**config.mk**
```make
export PLATFORM = sky130hd
export DESIGN_NAME = dma_ctrl_regs
export DESIGN_NICKNAME = d
export VERILOG_FILES = /design/src/hdl/dma_pkg.sv /design/src/hdl/dma_ctrl_regs.sv
export SDC_FILE = /design/constraint.sdc
export NUM_CORES = 1
export LEC_CHECK = 0
export BUFFER_PORTS_ARGS = -buffer_cell sky130_fd_sc_hd__buf_2
export CORE_MARGIN = 4
export CORE_UTILIZATION = 40
export CTS_CLUSTER_SIZE = 10
export DETAILED_ROUTE_END_ITERATION = 8
export HOLD_SLACK_MARGIN = 0.05
export SLEW_MARGIN = 5
export SYNTH_ARGS = -nofsm -noshare
export SYNTH_HDL_FRONTEND = slang
export SYNTH_SLANG_ARGS = --single-unit
```
**constraint.sdc**
```tcl
create_clock -name i_clk -period 3.4 [get_ports i_clk]
set_clock_uncertainty 0.2 [all_clocks]
set_input_delay 0 -clock i_clk [delete_from_list [all_inputs] [get_ports i_clk]]
set_output_delay 0 -clock i_clk [all_outputs]
set_load 0.1 [all_outputs]
```
**src/hdl/dma_pkg.sv**
```systemverilog
// DMA controller shared definitions
// bus widths, control-bus register map, start key,
// control-word bit positions and the sequencer state type
package dma_pkg;

	// bus and buffer sizes
	localparam int DATA_W = 32;
	localparam int ADDR_W = 30;
	localparam int BLK_AW = 10;
	// 32 device lines
	localparam int DEV_W  = 5;

	// control-bus register map
	localparam logic [1:0] REG_CTRL = 2'd0;
	localparam logic [1:0] REG_LEN  = 2'd1;
	localparam logic [1:0] REG_SRC  = 2'd2;
	localparam logic [1:0] REG_DST  = 2'd3;

	// must sit in control bits 27..16 to start a transfer
	localparam logic [11:0] START_KEY = 12'hfed;

	// control word layout
	localparam int CTRL_BUSY    = 31;
	localparam int CTRL_ERR     = 30;
	localparam int CTRL_INCS_N  = 29;
	localparam int CTRL_INCD_N  = 28;
	localparam int CTRL_ON_TRIG = 15;
	localparam int CTRL_DEV_LSB = 10;

	typedef enum logic [2:0] {
		ST_IDLE,
		ST_WAIT,
		ST_READ,
		ST_READ_GAP,
		ST_PRE_WRITE,
		ST_WRITE,
		ST_WRITE_GAP
	} dma_state_e;

	// one bit wider than the buffer index so a full 1024-word block fits
	typedef logic [BLK_AW:0] blk_cnt_t;

endpackage

```
**src/hdl/dma_ctrl_regs.sv**
```systemverilog
`timescale 1ns/1ns
// DMA control-bus slave
// length, source and destination registers, transfer options,
// sticky error bit, start command decode and device trigger select
module dma_ctrl_regs
	import dma_pkg::*;
(
	input  logic                    i_clk,
	input  logic                    i_reset,
	input  logic                    i_swb_cyc,
	input  logic                    i_swb_stb,
	input  logic                    i_swb_we,
	input  logic [1:0]              i_swb_addr,
	input  logic [DATA_W-1:0]       i_swb_data,
	output logic                    o_swb_ack,
	output logic [DATA_W-1:0]       o_swb_data,
	input  logic [(1<<DEV_W)-1:0]   i_dev_ints,
	input  logic                    i_busy,
	input  logic                    i_rd_done,
	input  logic                    i_wr_done,
	input  logic                    i_bus_err,
	output logic                    o_start,
	output logic                    o_trig_ok,
	output logic [ADDR_W-1:0]       o_len,
	output logic [ADDR_W-1:0]       o_raddr,
	output logic [ADDR_W-1:0]       o_waddr,
	output blk_cnt_t                o_blk_len
);

	logic                idle;
	logic                swb_wr;
	logic                start_cmd;
	logic [ADDR_W-1:0]   r_len;
	logic [ADDR_W-1:0]   r_raddr;
	logic [ADDR_W-1:0]   r_waddr;
	logic                r_err;
	logic                r_incs_n;
	logic                r_incd_n;
	logic                r_on_trig;
	logic [DEV_W-1:0]    r_dev_sel;
	logic [BLK_AW-1:0]   r_blk_field;
	logic [DATA_W-1:0]   ctrl_word;

	////////////////////////////////////////////////////////////////////////////
	// write decode
	////////////////////////////////////////////////////////////////////////////

	// start pulse in flight still counts as busy, sequencer sees it next cycle
	assign idle   = !i_busy && !o_start;
	assign swb_wr = i_swb_cyc && i_swb_stb && i_swb_we && idle;

	// key in 27..16, busy/err bits clear, something to move
	assign start_cmd = swb_wr && (i_swb_addr == REG_CTRL)
		&& (i_swb_data[CTRL_INCD_N-1:CTRL_ON_TRIG+1] == START_KEY)
		&& (i_swb_data[CTRL_BUSY:CTRL_ERR] == 2'b00)
		&& (r_len != '0);

	// every strobe gets its ack one cycle later, busy or not
	always_ff @(posedge i_clk)
	begin
		if (i_reset)
			o_swb_ack <= 1'b0;
		else
			o_swb_ack <= i_swb_cyc && i_swb_stb;
	end

	always_ff @(posedge i_clk)
	begin
		if (i_reset)
			o_start <= 1'b0;
		else
			o_start <= start_cmd;
	end

	// options from the control word
	always_ff @(posedge i_clk)
	begin
		if (i_reset)
		begin
			r_incs_n    <= 1'b0;
			r_incd_n    <= 1'b0;
			r_on_trig   <= 1'b0;
			r_dev_sel   <= '0;
			r_blk_field <= '0;
		end
		else if (swb_wr && (i_swb_addr == REG_CTRL))
		begin
			r_incs_n    <= i_swb_data[CTRL_INCS_N];
			r_incd_n    <= i_swb_data[CTRL_INCD_N];
			r_on_trig   <= i_swb_data[CTRL_ON_TRIG];
			r_dev_sel   <= i_swb_data[CTRL_DEV_LSB +: DEV_W];
			r_blk_field <= i_swb_data[BLK_AW-1:0];
		end
	end

	////////////////////////////////////////////////////////////////////////////
	// length and address counters
	////////////////////////////////////////////////////////////////////////////

	// software writes only land while idle, done pulses only come while busy
	always_ff @(posedge i_clk)
	begin
		if (i_reset)
		begin
			r_len   <= '0;
			r_raddr <= '0;
			r_waddr <= '0;
		end
		else
		begin
			if (swb_wr && (i_swb_addr == REG_LEN))
				r_len <= i_swb_data[ADDR_W-1:0];
			else if (i_wr_done)
				r_len <= r_len - 1'b1;
			// byte address in, word address kept
			if (swb_wr && (i_swb_addr == REG_SRC))
				r_raddr <= i_swb_data[ADDR_W+1:2];
			else if (i_rd_done && !r_incs_n)
				r_raddr <= r_raddr + 1'b1;
			if (swb_wr && (i_swb_addr == REG_DST))
				r_waddr <= i_swb_data[ADDR_W+1:2];
			else if (i_wr_done && !r_incd_n)
				r_waddr <= r_waddr + 1'b1;
		end
	end

	// sticky error, cleared by any idle control write
	always_ff @(posedge i_clk)
	begin
		if (i_reset)
			r_err <= 1'b0;
		else if (swb_wr && (i_swb_addr == REG_CTRL))
			r_err <= 1'b0;
		else if (i_bus_err)
			r_err <= 1'b1;
	end

	////////////////////////////////////////////////////////////////////////////
	// readback
	////////////////////////////////////////////////////////////////////////////

	always_comb
	begin
		ctrl_word                          = '0;
		ctrl_word[CTRL_BUSY]               = i_busy;
		ctrl_word[CTRL_ERR]                = r_err;
		ctrl_word[CTRL_INCS_N]             = r_incs_n;
		ctrl_word[CTRL_INCD_N]             = r_incd_n;
		ctrl_word[CTRL_ON_TRIG]            = r_on_trig;
		ctrl_word[CTRL_DEV_LSB +: DEV_W]   = r_dev_sel;
		ctrl_word[BLK_AW-1:0]              = r_blk_field;
	end

	always_ff @(posedge i_clk)
	begin
		case (i_swb_addr)
		REG_CTRL: o_swb_data <= ctrl_word;
		REG_LEN:  o_swb_data <= {{(DATA_W-ADDR_W){1'b0}}, r_len};
		REG_SRC:  o_swb_data <= {r_raddr, 2'b00};
		REG_DST:  o_swb_data <= {r_waddr, 2'b00};
		default:  o_swb_data <= '0;
		endcase
	end

	// field of zero stands for a full 1024-word block
	assign o_blk_len = {(r_blk_field == '0), r_blk_field};
	assign o_trig_ok = !r_on_trig || i_dev_ints[r_dev_sel];
	assign o_len     = r_len;
	assign o_raddr   = r_raddr;
	assign o_waddr   = r_waddr;

endmodule

```
==> metrics.csv <==
metric;value;unit
dr.pass1.iters;5;
clk_pin_slew_worst_paths;0.06;ns
cts_tree;yes;
gp_congestion;0.819;
place_hpwl;17800;µm
synthCells;800;
ys_ff_latch;143;
remaining_drc_errors;0;
ioPinCount;211;
cellLeakagePower;3.94;nW
placed_cells;1194;
setup-tns-final;0;ns
nFillCells;1672;
row_count;48;
nNetsFinal;1113;
antenna_found_initial;0;
crit_path_start_kind;primary input;
synth_area_leaders;dfxtp_1, a211oi_1, mux4_2;
synth.top_cell.area_share;39.5;%
grt.overflow.total;0;
cts_setup_buffers;0;
grt_pass1_vias;6873;
slew_violations;0;
hold_violations;0;
layout-drive-gt1-share;28.4;%
start_util;41.3;%
routedWlPerCell;19.6;µm
ys_seq_area_share;39.5;%
maxCapViolations;0;
syn_area;7250;µm²
end_kind;flop;
synth-main-ff-cell;dfxtp_1;
clkLatencyLatePin;0.43;ns
status;finished, final reports clean;
grt_use_total;24.6;%
regArea;2860;µm²
via_count;6973;
antenna_cells;0;
cts.htree.levels;4;
path_max_fanout;20;
tightest_slew;0.807;ns
timing.fmax;353;MHz
synthDistinctLibCells;48;
yosysWarnings;0;
fin_crit;2.84;ns
clkSinkCount;143;
synth_enable_flop_cells;0;
worst-setup-path-type;primary input to flop;
finalNonFillerCells;1273;
cts_buffers;17;
multiInputGateArea;4130;µm²
hp-class;primary input to flop;
crit_required;3.57;ns
synth_nets;878;
drt_iter0_markers;413;
peakVddDrop;410;µV
async_flop_share;0;%
die_w;143;µm
grt_pass1_wl;39200;µm
cellPowerDensity;564;nW/µm²
area_growth;31.2;%
clockBufferDepth;2;
critPathArrivalTime;3.00;ns
drt.antenna.violating_nets;0;
core_area;17500;µm²
netlist.top_cell.by_area;dfxtp_1;
port_buffers;210;
maxSlewHeadroom;46.1;%
cts_root_buf;clkbuf_16;
period_share;83.4;%
vias_per_cell;5.48;
grt_max_degree;65;
avgSynthCellArea;9.06;µm²
setup_viol;0;
dieArea;20300;µm²
dieHeight;143;µm
rsz0062_at_grt;false;
routed_wl;24900;µm
layout by cell type, fill, tap and decap left out, types with 11 or more instances in the layout:
| master | synthesis | routed |
|---|---|---|
| nor4_1 | 16 | 15 |
| and3_1 | 11 | 11 |
| nand2_1 | 69 | 68 |
| clkbuf_16 | 0 | 17 |
| dfxtp_1 | 143 | 143 |
| mux2i_1 | 14 | 14 |
| mux4_2 | 21 | 21 |
| a211oi_1 | 73 | 73 |
| xor2_1 | 36 | 36 |
| xnor2_1 | 42 | 42 |
| nor3_1 | 22 | 22 |
| dlygate4sd3_1 | 1 | 47 |
| a22o_1 | 16 | 16 |
| nand3_1 | 26 | 24 |
| buf_2 | 0 | 209 |
| mux2_2 | 13 | 13 |
| buf_4 | 2 | 17 |
| nand4_1 | 27 | 27 |
| nor2_1 | 108 | 108 |
| a21oi_1 | 22 | 22 |
worst max-delay path, stage by stage:
cell           delay (ns)
dlygate4sd3_1        0.53
buf_2                0.32
buf_4                0.29
nor2_1               0.22
and3_1               0.58
buf_4                0.30
nand2_1              0.07
a21oi_1              0.13
dlygate4sd3_1        0.56
final cells by class:
class | count | area share, %
Timing Repair Buffer | 273 | 17.3
Multi-Input combinational cell | 593 | 43.4
Tap cell | 225 | 2.96
Sequential cell | 143 | 30.1
Inverter | 7 | 0.276
Clock inverter | 6 | 0.579
Clock buffer | 26 | 5.36
sequential cells by signal (all words and copies together), names as in the netlist:
register / flops
r_on_trig: 1
r_err: 1
r_incs_n: 1
o_len: 30
r_incd_n: 1
o_raddr: 30
o_swb_data: 32
r_blk_field: 10
r_dev_sel: 5
o_waddr: 30
o_start: 1
o_swb_ack: 1
Yosys cell counts, types with 14 or more instances:
library cell	n
a22o_1	16
nor3_1	22
mux4_2	21
clkbuf_1	41
nor2_1	108
a211oi_1	73
xor2_1	36
a21oi_1	22
nor4_1	16
nand4_1	27
xnor2_1	42
dfxtp_1	143
nand3_1	26
mux2i_1	14
nand2_1	69
power breakdown:
group | internal [mW] | switching, mW | leakage [nW]
registers | 1.79 | 0.166 | 1.16
logic | 0.402 | 1.21 | 2.50
clock network | 1.10 | 0.703 | 0.284
logic make-up after synthesis:
family                   share of synthesized area (%)
multiplexers                                      10.8
buffers and inverters                             3.82
AO/OA/AOI/OAI                                     13.8
AND/OR/NAND/NOR                                   22.1
flip-flops                                        39.5
XOR/XNOR                                          9.43
adder cells (fa/ha/maj)                          0.518
worst paths after layout:
| kind | to | slack, ns | cells past startpoint | start |
|---|---|---|---|---|
| setup / recovery | r_blk_field[8] | 0.56 | 9 | i_swb_addr[0] |
| hold / removal | o_swb_ack | 0.16 | 3 | i_swb_cyc |
| setup reg to reg | r_blk_field[1] | 0.70 | 6 | o_start |
| hold reg to reg | r_blk_field[4] | 0.29 | 2 | r_blk_field[4] |
layer usage:
| metal | global-route usage (%) | routed length (µm) | vias up |
|---|---|---|---|
| met1 | 34.7 | 11500 | 3275 |
| li1 | - | - | 3410 |
| met5 | 0 | 0 | - |
| met3 | 4.54 | 1670 | 28 |
| met4 | 7.75 | 411 | 0 |
| met2 | 38.1 | 11400 | 260 |
through the flow:
stage / hold slack (ns) / cell area (µm²) / worst slack [ns] / util [%] / power, mW
floorplan: -0.0808 / 7250 / 0.191 / - / 3.20
finish: 0.156 / 9510 / 0.564 / 54.2 / 5.36
global route: 0.179 / 9510 / 0.369 / 54.2 / 5.56
global placement: 0.0371 / 8470 / 0.779 / 48.3 / 3.54
CTS: 0.137 / 9510 / 0.521 / 54.2 / 5.38
detailed placement: 0.0396 / 8470 / 0.724 / 48.3 / 3.55
repair_timing:
item                                   CTS  global route
hold buffers                            47             0
endpoints found under the hold margin  130             0
resized for setup                        0             0
Power figures use the tool's default switching activity.
