==> src/hdl/dma_pkg.sv <==
// DMA controller shared definitions
// bus widths, control-bus register map, start key,
// control-word bit positions and the sequencer state type
package dma_pkg;

	// bus and buffer sizes
	localparam int DATA_W = 32;
	localparam int ADDR_W = 30;
	localparam int BLK_AW = 10;
	// 32 device lines
	localparam int DEV_W  = 5;

	// control-bus register map
	localparam logic [1:0] REG_CTRL = 2'd0;
	localparam logic [1:0] REG_LEN  = 2'd1;
	localparam logic [1:0] REG_SRC  = 2'd2;
	localparam logic [1:0] REG_DST  = 2'd3;

	// must sit in control bits 27..16 to start a transfer
	localparam logic [11:0] START_KEY = 12'hfed;

	// control word layout
	localparam int CTRL_BUSY    = 31;
	localparam int CTRL_ERR     = 30;
	localparam int CTRL_INCS_N  = 29;
	localparam int CTRL_INCD_N  = 28;
	localparam int CTRL_ON_TRIG = 15;
	localparam int CTRL_DEV_LSB = 10;

	typedef enum logic [2:0] {
		ST_IDLE,
		ST_WAIT,
		ST_READ,
		ST_READ_GAP,
		ST_PRE_WRITE,
		ST_WRITE,
		ST_WRITE_GAP
	} dma_state_e;

	// one bit wider than the buffer index so a full 1024-word block fits
	typedef logic [BLK_AW:0] blk_cnt_t;

endpackage

==> src/hdl/dma_sequencer.sv <==
`timescale 1ns/1ns
// DMA transfer sequencer
// walks each block through a read phase into the buffer and a write
// phase out of it, one master request at a time, and raises the
// interrupt at the end of the transfer or on a bus error
module dma_sequencer
	import dma_pkg::*;
(
	input  logic                i_clk,
	input  logic                i_reset,
	input  logic                i_start,
	input  logic                i_trig_ok,
	input  logic [ADDR_W-1:0]   i_len,
	input  logic [ADDR_W-1:0]   i_raddr,
	input  logic [ADDR_W-1:0]   i_waddr,
	input  blk_cnt_t            i_blk_len,
	output logic                o_busy,
	output logic                o_rd_done,
	output logic                o_wr_done,
	output logic                o_bus_err,
	output logic                o_mwb_cyc,
	output logic                o_mwb_stb,
	output logic                o_mwb_we,
	output logic [ADDR_W-1:0]   o_mwb_addr,
	input  logic                i_mwb_ack,
	input  logic                i_mwb_err,
	output logic                o_buf_clear,
	output logic                o_buf_push,
	output logic                o_buf_pop,
	output logic                o_interrupt
);

	dma_state_e   state;
	blk_cnt_t     blk_size;
	blk_cnt_t     rd_cnt;
	blk_cnt_t     wr_cnt;
	logic         rd_ack;
	logic         wr_ack;
	logic         bus_err;
	logic         last_rd;
	logic         last_wr;
	logic         final_wr;

	////////////////////////////////////////////////////////////////////////////
	// bus events
	////////////////////////////////////////////////////////////////////////////

	// err wins over ack if a slave ever raises both
	assign bus_err = o_mwb_stb && i_mwb_err;
	assign rd_ack  = (state == ST_READ) && i_mwb_ack && !i_mwb_err;
	assign wr_ack  = (state == ST_WRITE) && i_mwb_ack && !i_mwb_err;

	// counts hold the acks seen so far, +1 covers the one arriving now
	assign last_rd = (rd_cnt + 1'b1 == blk_size);
	assign last_wr = (wr_cnt + 1'b1 == blk_size);

	// length still includes this word, it drops at the same edge
	assign final_wr = wr_ack && last_wr && (i_len == ADDR_W'(1));

	////////////////////////////////////////////////////////////////////////////
	// state machine
	////////////////////////////////////////////////////////////////////////////

	always_ff @(posedge i_clk)
	begin
		if (i_reset)
			state <= ST_IDLE;
		else
		begin
			case (state)
			ST_IDLE:
				if (i_start)
					state <= ST_WAIT;
			// at least one cycle here, so the first strobe trails the start ack
			ST_WAIT:
				if (i_trig_ok)
					state <= ST_READ;
			ST_READ:
				if (i_mwb_err)
					state <= ST_IDLE;
				else if (i_mwb_ack)
					state <= last_rd ? ST_PRE_WRITE : ST_READ_GAP;
			ST_READ_GAP:
				state <= ST_READ;
			// cyc low for a cycle, buffer head settles on word 0
			ST_PRE_WRITE:
				state <= ST_WRITE;
			ST_WRITE:
				if (i_mwb_err)
					state <= ST_IDLE;
				else if (i_mwb_ack)
				begin
					if (!last_wr)
						state <= ST_WRITE_GAP;
					else if (i_len == ADDR_W'(1))
						state <= ST_IDLE;
					else
						state <= ST_WAIT;
				end
			ST_WRITE_GAP:
				state <= ST_WRITE;
			default:
				state <= ST_IDLE;
			endcase
		end
	end

	// block size and per-block counters, rebuilt while waiting
	always_ff @(posedge i_clk)
	begin
		if (i_reset)
		begin
			blk_size <= '0;
			rd_cnt   <= '0;
			wr_cnt   <= '0;
		end
		else if (state == ST_WAIT)
		begin
			rd_cnt <= '0;
			wr_cnt <= '0;
			// short tail block when less than a block is left
			if (i_len < {{(ADDR_W-BLK_AW-1){1'b0}}, i_blk_len})
				blk_size <= i_len[BLK_AW:0];
			else
				blk_size <= i_blk_len;
		end
		else
		begin
			if (rd_ack)
				rd_cnt <= rd_cnt + 1'b1;
			if (wr_ack)
				wr_cnt <= wr_cnt + 1'b1;
		end
	end

	// one cycle after the last write ack or the error ack, busy already low
	always_ff @(posedge i_clk)
	begin
		if (i_reset)
			o_interrupt <= 1'b0;
		else
			o_interrupt <= bus_err || final_wr;
	end

	////////////////////////////////////////////////////////////////////////////
	// outputs
	////////////////////////////////////////////////////////////////////////////

	assign o_busy    = (state != ST_IDLE);
	assign o_mwb_cyc = (state == ST_READ) || (state == ST_READ_GAP)
		|| (state == ST_WRITE) || (state == ST_WRITE_GAP);
	assign o_mwb_stb = (state == ST_READ) || (state == ST_WRITE);
	assign o_mwb_we  = (state == ST_PRE_WRITE) || (state == ST_WRITE)
		|| (state == ST_WRITE_GAP);

	// register side moves the addresses on the ack edge, after the strobe
	assign o_mwb_addr = o_mwb_we ? i_waddr : i_raddr;

	assign o_rd_done   = rd_ack;
	assign o_wr_done   = wr_ack;
	assign o_bus_err   = bus_err;
	assign o_buf_clear = (state == ST_WAIT) && i_trig_ok;
	assign o_buf_push  = rd_ack;
	assign o_buf_pop   = wr_ack;

endmodule

==> config.mk <==
export PLATFORM = sky130hd
export DESIGN_NAME = dma_sequencer
export DESIGN_NICKNAME = d
export VERILOG_FILES = /design/src/hdl/dma_pkg.sv /design/src/hdl/dma_sequencer.sv
export SDC_FILE = /design/constraint.sdc
export NUM_CORES = 1
export LEC_CHECK = 0
export ABC_CLOCK_PERIOD_IN_PS = 3100
export BUFFER_PORTS_ARGS = -buffer_cell sky130_fd_sc_hd__buf_2
export CORE_AREA = 3 3 80 97
export DETAILED_ROUTE_END_ITERATION = 6
export DIE_AREA = 0 0 83 100
export PLACE_DENSITY = 0.77
export SLEW_MARGIN = 10
export SYNTH_ARGS = -nofsm -noshare
export SYNTH_HDL_FRONTEND = slang
export SYNTH_SLANG_ARGS = --single-unit
==> constraint.sdc <==
create_clock -name i_clk -period 3.1 [get_ports i_clk]
set_clock_uncertainty 0.1 [all_clocks]
set_input_delay 0.31 -clock i_clk [delete_from_list [all_inputs] [get_ports i_clk]]
set_output_delay 0.31 -clock i_clk [all_outputs]
set_load 0.05 [all_outputs]
==> metrics.yaml, run 1 <==
status: "completed"
synthAdderAreaFrac: 0.04908
grt_max_degree: 32
cts_hold_buf: 0
synth_area_per_cell_um2: 8.180
synth_xor_area_frac: 0.1374
leakage_nw: 1.730
clock-sinks: 37
rows: 33
port_buffers: 147
coreArea_um2: 6854
drive_above_1_share: 0.3898
synth_compound_area_frac: 0.1358
slew-limit-headroom: 0.6998
syn_area_um2: 3059
synth-seq-cells: 37
antenna_found_initial: 0
finalCritPeriodShare: 0.8126
yosysSeqAreaShare: 0.2421
drv.max_cap_violation_count: 0
synthFlopType: "dfxtp_1"
rr_startpoint: "wr_cnt[0]"
start_kind: "flop"
top_usage_layer: "met2"
hp-start: "i_blk_len[4]"
layout-area-overhead-vs-synth_pct: 28.59
hold_ws_ns: 0.2540
path_max_fanout: 14
regArea_um2: 740.7
grt_pass1_vias: 3027
slew_viol_final: 0
reg2reg_depth: 8
wire_per_inst_um: 14.65
vias_per_cell: 5.255
die_w_um: 83
fp.dieArea_um2: 8300
grt_overflow: 0
synth_nets: 493
synth_mux_area_frac: 0.1530
grt_usage: 0.1998
cp_cell_sequence: "nand2_1, nor3_1, nand2_1, inv_1, buf_2"
drtPass1Iterations: 4
nets: 626
period_needed_ns: 2.519
start_util: 0.4463
dp_cells: 587
critPathBufInv: 2
yosys_warnings: 0
setup_ws_ns: 0.5810
critPathTopFamily: "simple AND/OR/NAND/NOR gates"
postCtsSetupRepairBufs: 0
clock.fmax_mhz: 397.0
clkTransAtPathRegs_ns: 0.08
grt_use_met1: 0.2375
io_pins: 148
die-height_um: 100
wl_um: 8714
finalPower_mw: 1.371
grt_first_pass_wirelength_um: 13650
clk_latency_ns: 0.30
met2_usage: 0.3593
hold_class: "in2reg"
final_cells: 595
crit_cells: 5
required_ns: 2.69
syn_inst: 374
worst_pin_slew_ns: 0.4497
max_stage_delay_ns: 0.57
cts_made_buffers: 5
power.density_nw_per_um2: 348.5
dp_slack_ns: 0.6745
dp_hpwl_um: 7183
root_buffer: "clkbuf_8"
drt_iter0_drc: 140
synth_top_family_by_area: "simple AND/OR/NAND/NOR gates"
h-tree-depth: 2
cp.arrival_ns: 2.11
ys_types: 53
hold_viol_final: 0
fin_tns_setup_ns: 0
crit_path_top_delay_cell: "dfxtp_1"
max-vdd-ir-drop_mv: 0.1894
cp-startpoint: "state[2]"
async_flop_share: 0
path_class: "reg2out"
cts_tree: "done"
clk_path_buf_depth: 2
via_count: 3127
antennaDiodeCount: 0
rsz0062_at_grt: "no"
synth_simple_gate_area_frac: 0.2217
drc: 0
grt_use_met3: 0.03202
multi_input_area_um2: 2136
synth-edff-count: 0
place_congestion: 0.8418
cts_resized: 0
hold_depth: 3
setup_viol: 0
crit_top_cell: "nand2_1"
antenna_left: 0
fill_cells: 629
cp-end-kind: "output pin"
==> metal layers <==
| metal | vias to the layer above | wire [µm] |
|---|---|---|
| met4 | 0 | 230 |
| met3 | 19 | 490 |
| met1 | 1408 | 3672 |
| met5 | - | 0 |
| met2 | 109 | 4321 |
| li1 | 1591 | - |
==> cells by family (layout without fill, tap and decap cells) <==
kind of cell	count (synthesis)	count (layout)
DFF	37	37
AOI/OAI and AO/OA	58	58
adders and majority gates	12	12
buffers and inverters	43	177
and+or+nand+nor	133	133
xor gates and xnor gates	48	48
muxes	43	43
==> report_power, final <==
group | switching, mW | internal (mW) | total, mW
Sequential | 0.0398 | 0.495 | 0.535
Clock | 0.188 | 0.241 | 0.429
Combinational | 0.236 | 0.171 | 0.407
==> final cells by class <==
class	instances	area share
Clock buffer	5	0.01749
Clock inverter	3	0.01177
Inverter	18	0.01718
Multi-Input combinational cell	294	0.5429
Sequential cell	37	0.1883
Tap cell	87	0.02767
Timing Repair Buffer	151	0.1947
==> Yosys cell counts (all sizes together) (2+ instances only) <==
library cell   n  area share
ha            12       0.049
dfxtp         37        0.24
a21oi         10       0.016
nand4         10       0.022
or2            6       0.012
nor4b          2      0.0057
clkbuf        17       0.021
and4           4       0.011
and3           2      0.0041
inv           18       0.022
or3b           2      0.0057
or3            2      0.0057
mux2          30        0.11
o21a           3      0.0074
o21ai          6      0.0098
nand3         18       0.031
o22ai          2      0.0041
o211ai         4      0.0098
a21o           6       0.015
xor2          21       0.060
a31oi          2      0.0041
buf            8       0.018
a211oi        12       0.029
mux2i         13       0.043
nand2b         4      0.0082
nor2          45       0.055
o311ai         2      0.0082
xnor2         27       0.077
nor3          10       0.016
nor4           6       0.012
nand2         19       0.023
a311oi         2      0.0057
o31ai          2      0.0049
a22oi          2      0.0049
==> flip-flops by register name, summed over array words and instances (netlist names) <==
signal,cells
o_interrupt,1
rd_cnt,11
blk_size,11
wr_cnt,11
state,3
==> placed cells by master (no fill, tap or decap), types with 3 or more instances in the layout <==
| cell | count |
|---|---|
| xnor2_1 | 27 |
| o211ai_1 | 4 |
| a21o_1 | 6 |
| o21ai_0 | 4 |
| a21oi_1 | 10 |
| ha_1 | 12 |
| clkbuf_8 | 5 |
| xor2_1 | 21 |
| or2_1 | 3 |
| nand4_1 | 9 |
| mux2i_1 | 13 |
| buf_4 | 4 |
| and4_1 | 4 |
| nor3_1 | 10 |
| a211oi_1 | 12 |
| nand2b_1 | 4 |
| nor2_1 | 45 |
| dfxtp_1 | 37 |
| nand3_1 | 17 |
| mux2_2 | 30 |
| buf_2 | 147 |
| nor4_1 | 6 |
| inv_1 | 17 |
| nand2_1 | 19 |
| o21a_1 | 3 |
==> through the flow <==
step | area (µm²) | utilization
2_1_floorplan | 3059 | -
3_3_place_gp | 3819 | 0.5571
3_5_place_dp | 3819 | 0.5571
4_1_cts | 3934 | 0.5739
5_1_grt | 3934 | 0.5739
6_report | 3934 | 0.5739
==> path summary, 6_finish.rpt <==
| kind | to | slack [ns] |
|---|---|---|
| max | o_wr_done | 0.58 |
| min | blk_size[4] | 0.25 |
| max reg2reg | state[0] | 0.58 |
| min reg2reg | rd_cnt[1] | 0.39 |
==> worst reg2reg max path: stages, from the launching register on <==
cell and delay [ns]:
dfxtp_1 0.45, ha_1 0.27, nand3_2 0.21, o21a_1 0.26, or2_1 0.21, o311ai_1 0.22
nand4_1 0.18, or3b_1 0.39, a31oi_1 0.17
Note: power is estimated with default switching activity, not from simulation.
==> inputs of run 2 (changes only) <==
Settings changed: ABC_CLOCK_PERIOD_IN_PS 3100 to 2600.
Clock period 3.1 ns to 2.6 ns, I/O delays scaled along.
==> run 2 against run 1 <==
Net effect: sequential power grew 19%; sequential cell count is the same; first-iteration DRC count grew 25%; power grew 14%.
==> metrics.yaml, run 2 (synthesis gave the netlist of run 1 again) <==
status: "completed"
antenna_found_initial: 0  # unchanged
path_class: "reg2out"
clock.fmax_mhz: 415.4
fin_tns_setup_ns: 0  # unchanged
vias_per_cell: 5.364  # +2.1%
die_w_um: 83  # unchanged
setup_viol: 0  # unchanged
hp-start: "i_blk_len[1]"
layout_common_cells: "147 x buf_2, 45 x nor2_1, 34 x dfxtp_1, 30 x mux2_2, 27 x xnor2_1"
clk_latency_ns: 0.29  # about the same
regToRegSetupSlack_ns: 0.21  # -0.37 ns
clk_path_buf_depth: 2  # unchanged
clock-sinks: 37  # unchanged
die-height_um: 100  # unchanged
hold_depth: 3  # unchanged
required_ns: 2.24  # -0.45 ns
routed.top_layer: "met4"
final_common_cell: "buf_2"
io_pins: 148  # unchanged
port_buffers: 147  # unchanged
grt_max_degree: 25  # -22%
wl_met2_um: 4467  # +3.4%
start_util: 0.4463  # unchanged
p_int_mw: 1.034  # +14%
cp_cell_sequence: "nand2_1, nor3_1, nand2_1, inv_1, buf_2"
grt_overflow: 0  # unchanged
finalCritPeriodShare: 0.9259
hold_ws_ns: 0.2173  # -0.03662 ns
hold_class: "in2reg"
critPathBufInv: 2  # unchanged
hold_viol_final: 0  # unchanged
slew-limit-headroom: 0.7133  # +0.01352
cts_made_buffers: 5  # unchanged
place_congestion: 0.8561  # +1.7%
rr_startpoint: "wr_cnt[0]"
h-tree-depth: 2  # unchanged
met3_length_um: 570  # +16%
via_count: 3229  # +3.3%
grt_pass1_vias: 3182  # +5.1%
power.density_nw_per_um2: 394.6  # +13%
largestRegisters: "blk_size: 11 flops, rd_cnt: 11 flops, wr_cnt: 11 flops"
drt_iter0_drc: 175  # +25%
cp.arrival_ns: 2.05  # -0.06 ns
power_frac_seq: 0.405  # +0.015
p_switching_mw: 0.5347  # +15%
reg2reg_depth: 7  # -1
antennaDiodeCount: 0  # unchanged
p_comb_frac: 0.313  # +0.016
wl_um: 8820  # +1.2%
layout-area-overhead-vs-synth_pct: 29.98
worst_pin_slew_ns: 0.4295  # -0.02025 ns
slew_viol_final: 0  # unchanged
nets: 633  # +1.1%
rsz0062_at_grt: "no"
wl_met1_um: 3547  # -3.4%
cp-startpoint: "state[0]"
drv.max_cap_violation_count: 0  # unchanged
drtPass1Iterations: 4  # unchanged
hold_end: "blk_size[1]"
root_buffer: "clkbuf_8"
crit_top_cell: "nand2_1"
cts_tree: "done"
coreArea_um2: 6854  # unchanged
power.share.clock: 0.282  # -0.031
fp.dieArea_um2: 8300  # unchanged
start_kind: "flop"
path_max_fanout: 11  # -3
drive_above_1_share: 0.4039  # +0.01412
fill_cells: 644  # +2.4%
max-vdd-ir-drop_mv: 0.2287  # +21%
period_needed_ns: 2.407
leakage_nw: 1.769  # +2.2%
wire_per_inst_um: 14.65  # about the same
grt_first_pass_wirelength_um: 14100  # +3.3%
critPathTopFamily: "simple AND/OR/NAND/NOR gates"
crit_path_top_delay_cell: "dfxtp_1"
crit_cells: 5  # unchanged
dp_hpwl_um: 7318  # +1.9%
drc: 0  # unchanged
antenna_left: 0  # unchanged
cts_hold_buf: 0  # unchanged
clkTransAtPathRegs_ns: 0.07  # about the same
max_stage_delay_ns: 0.53  # -0.04 ns
grt_usage: 0.2060  # +0.006262
cp-end-kind: "output pin"
r2r-end: "state[0]"
p_sw_frac: 0.3408  # +0.002239
rows: 33  # unchanged
## run 2: cell count changes in the layout (fill, tap and decap cells not counted), moves of 2 or more
cell / delta
buf_4: +7
clkbuf_8: +2
dfxtp_1: -3
dfxtp_2: +3
## run 2: worst max-delay path by stage
stage | end
after floorplan | o_bus_err
after global placement | state[0]
after detailed placement | state[0]
after CTS | o_buf_pop
after global routing | o_buf_pop
final | o_wr_done
## run 2: routing by layer
metal  GRT usage  up-vias
met1      0.2476     1471
met4     0.09686        0
met2      0.3642      138
li1            -     1601
met3     0.02709       19
met5           0        -
## run 2: layout make-up
type                            count  area [µm²]  area share
Timing Repair Buffer              158       818.3      0.2058
Clock inverter                      1       5.005    0.001259
Multi-Input combinational cell    294        2136      0.5371
Sequential cell                    37       744.5      0.1872
Clock buffer                        7       96.34     0.02423
Tap cell                           87       108.9     0.02738
Inverter                           18       67.56     0.01699
## run 2: what timing repair did
action / 4_1_cts / 5_1_grt
setup endpoints to repair: 0 / 4
gates resized for setup: 0 / 3
buffers inserted: 0 / 0
## run 2: power groups by stage
stage	registers (mW)	logic, mW	clock network [mW]
finish	0.636	0.491	0.442
CTS	0.636	0.493	0.451
floorplan	0.623	0.343	0
global placement	0.648	0.479	0
detailed placement	0.650	0.489	0
global route	0.640	0.537	0.471
## run 2: per-stage QoR
| step | setup slack, ns | power, mW | cell area, µm² | util | cells |
|---|---|---|---|---|---|
| 6_report | 0.1928 | 1.569 | 3976 | 0.5801 | 602 |
| 5_1_grt | 0.009804 | 1.649 | 3976 | 0.5801 | 602 |
| 4_1_cts | 0.1258 | 1.580 | 3973 | 0.5796 | 602 |
| 3_5_place_dp | 0.1527 | 1.139 | 3871 | 0.5648 | 594 |
| 3_3_place_gp | 0.2747 | 1.127 | 3871 | 0.5648 | 594 |
| 2_1_floorplan | 0.1859 | 0.9664 | 3059 | - | 374 |
## run 2: tightest hold or removal path, stage by stage
cell	delay, ns
buf_2	0.11
mux2i_1	0.11
a211oi_1	0.08
==> inputs of run 3 (changes only) <==
Settings changed: REMOVE_ABC_BUFFERS set to 1.
==> run 3 against run 2 <==
Net effect: sequential power barely moved; utilization fell by 0.78 points; sequential cell count did not move; critical path depth rose by 4; final cell count fell by 1.0%; power fell by 2.0%; critical path type is now reg2reg; final area fell by 1.4%; register-to-register slack got worse by 0.06 ns; setup slack got worse by 0.040 ns.
==> metrics.yaml, run 3 (synthesis gave the netlist of run 1 again) <==
status: "completed"
hold_depth: 3  # unchanged
cp-startpoint: "wr_cnt[0]"
drive_above_1_share: 0.3929  # -0.01096
path_max_fanout: 9  # -2
grt_pass1_vias: 3174  # -0.25%
grt_overflow: 0  # unchanged
grt_first_pass_wirelength_um: 15190  # +7.8%
layout-area-overhead-vs-synth_pct: 28.22
h-tree-depth: 2  # unchanged
final_common_cell: "buf_2"
path_class: "reg2reg"
layout_common_cells: "147 x buf_2, 45 x nor2_1, 35 x dfxtp_1, 30 x mux2_2, 27 x xnor2_1"
regToRegSetupSlack_ns: 0.15  # -0.06 ns
dp_cells: 589  # -0.84%
dp_hpwl_um: 7844  # +7.2%
die-height_um: 100  # unchanged
start_kind: "flop"
start_util: 0.4463  # unchanged
rsz0062_at_grt: "no"
r2r-end: "state[0]"
finalCritPeriodShare: 0.9413  # +0.01548
vias_per_cell: 5.448  # +1.6%
clock.fmax_mhz: 408.6  # -1.6%
hold_viol_final: 0  # unchanged
clock-sinks: 37  # unchanged
hold_class: "in2reg"
power.density_nw_per_um2: 392.1  # -0.63%
worst_pin_slew_ns: 0.8355  # +0.4061 ns
fp.dieArea_um2: 8300  # unchanged
grt_max_degree: 32  # +28%
clkTransAtPathRegs_ns: 0.07  # about the same
leakage_nw: 1.731  # -2.1%
cts_tree: "done"
wl_um: 9530  # +8.0%
drc: 0  # unchanged
nets: 628  # -0.79%
cp.arrival_ns: 2.55  # +0.50 ns
drt_iter0_drc: 111  # -37%
largestRegisters: "blk_size: 11 flops, rd_cnt: 11 flops, wr_cnt: 11 flops"
cts_made_buffers: 5  # unchanged
reg2reg_depth: 9  # +2
grt_usage: 0.2232  # +0.01722
place_congestion: 0.9699  # +13%
fill_cells: 664  # +3.1%
clk_path_buf_depth: 2  # unchanged
final_cells: 596  # -1.0%
io_pins: 148  # unchanged
finalPower_mw: 1.538  # -2.0%
coreArea_um2: 6854  # unchanged
cp-end-kind: "flop"
rr_startpoint: "wr_cnt[0]"
slew_viol_final: 0  # unchanged
max-vdd-ir-drop_mv: 0.2077  # -9.2%
die_w_um: 83  # unchanged
slew-limit-headroom: 0.4430  # -0.2703
required_ns: 2.70  # +0.46 ns
crit_path_end: "state[0]"
port_buffers: 147  # unchanged
drv.max_cap_violation_count: 0  # unchanged
drtPass1Iterations: 4  # unchanged
antennaDiodeCount: 0  # unchanged
rows: 33  # unchanged
antenna_left: 0  # unchanged
antenna_found_initial: 0  # unchanged
via_count: 3247  # +0.56%
setup_viol: 0  # unchanged
root_buffer: "clkbuf_8"
wire_per_inst_um: 15.99  # +9.1%
period_needed_ns: 2.447  # +0.04025 ns
clk_latency_ns: 0.28  # about the same
==> run 3: cell count changes in the layout (fill, tap and decap cells not counted) <==
cell,change
clkbuf_1,+1
dfxtp_2,-1
clkbuf_8,-1
dfxtp_1,+1
buf_4,-5
clkinv_2,-1
==> run 3: area by class of cell <==
type | count | area [µm²] | share of cell area
Clock buffer | 7 | 86.33 | 0.02201
Inverter | 18 | 67.56 | 0.01722
Multi-Input combinational cell | 294 | 2136 | 0.5445
Sequential cell | 37 | 743.2 | 0.1895
Tap cell | 87 | 108.9 | 0.02775
Timing Repair Buffer | 153 | 780.7 | 0.1990
==> run 3: through the flow <==
| stage | util | area, µm² | setup slack [ns] | hold WS [ns] | TNS, ns |
|---|---|---|---|---|---|
| after floorplan | - | 2940 | -1.119 | 0.2291 | -33.99 |
| after global placement | 0.5593 | 3834 | -0.02318 | 0.3742 | -0.1806 |
| after detailed placement | 0.5593 | 3834 | -0.09365 | 0.3874 | -0.8881 |
| after CTS | 0.5719 | 3920 | 0.1243 | 0.2070 | 0 |
| after global routing | 0.5723 | 3923 | 0.007989 | 0.2241 | 0 |
| final | 0.5723 | 3923 | 0.1525 | 0.2171 | 0 |
==> run 3: per-layer routing <==
metal	wire length (µm)	part of all wire	GRT usage	vias up
li1	-	-	-	1590
met1	3595	0.38	0.2556	1496
met2	4836	0.51	0.3969	142
met3	882	0.093	0.06979	19
met4	216	0.023	0.07044	0
met5	0	0	0	-
==> run 3: worst min path at each step <==
| stage | from | end | slack (ns) |
|---|---|---|---|
| after detailed placement | rd_cnt[1] | rd_cnt[1] | 0.39 |
| after floorplan | i_reset | o_interrupt | 0.23 |
| after global routing | i_blk_len[3] | blk_size[3] | 0.22 |
| final | i_mwb_err | o_interrupt | 0.22 |
| after CTS | i_mwb_err | o_interrupt | 0.21 |
| after global placement | rd_cnt[1] | rd_cnt[1] | 0.37 |
==> run 3: critical path, stage by stage, from the launching register on <==
cell	delay, ns
dfxtp_1	0.44
ha_1	0.26
nand3_2	0.11
buf_4	0.19
nor3_1	0.24
nand4_1	0.13
o311ai_1	0.12
nand4_1	0.20
or3b_1	0.39
a31oi_1	0.17
==> run 3: where the power goes <==
group / switching, mW / total [mW] / internal [mW]
logic: 0.293 / 0.497 / 0.204
clock network: 0.195 / 0.406 / 0.210
registers: 0.0437 / 0.635 / 0.591
total: 0.532 / 1.54 / 1.01
==> run 3: timing repair <==
item | CTS | global route
resized for setup | 0 | 2
endpoints found under the setup margin | 0 | 2
hold buffers | 0 | 0
setup buffers | 0 | 0
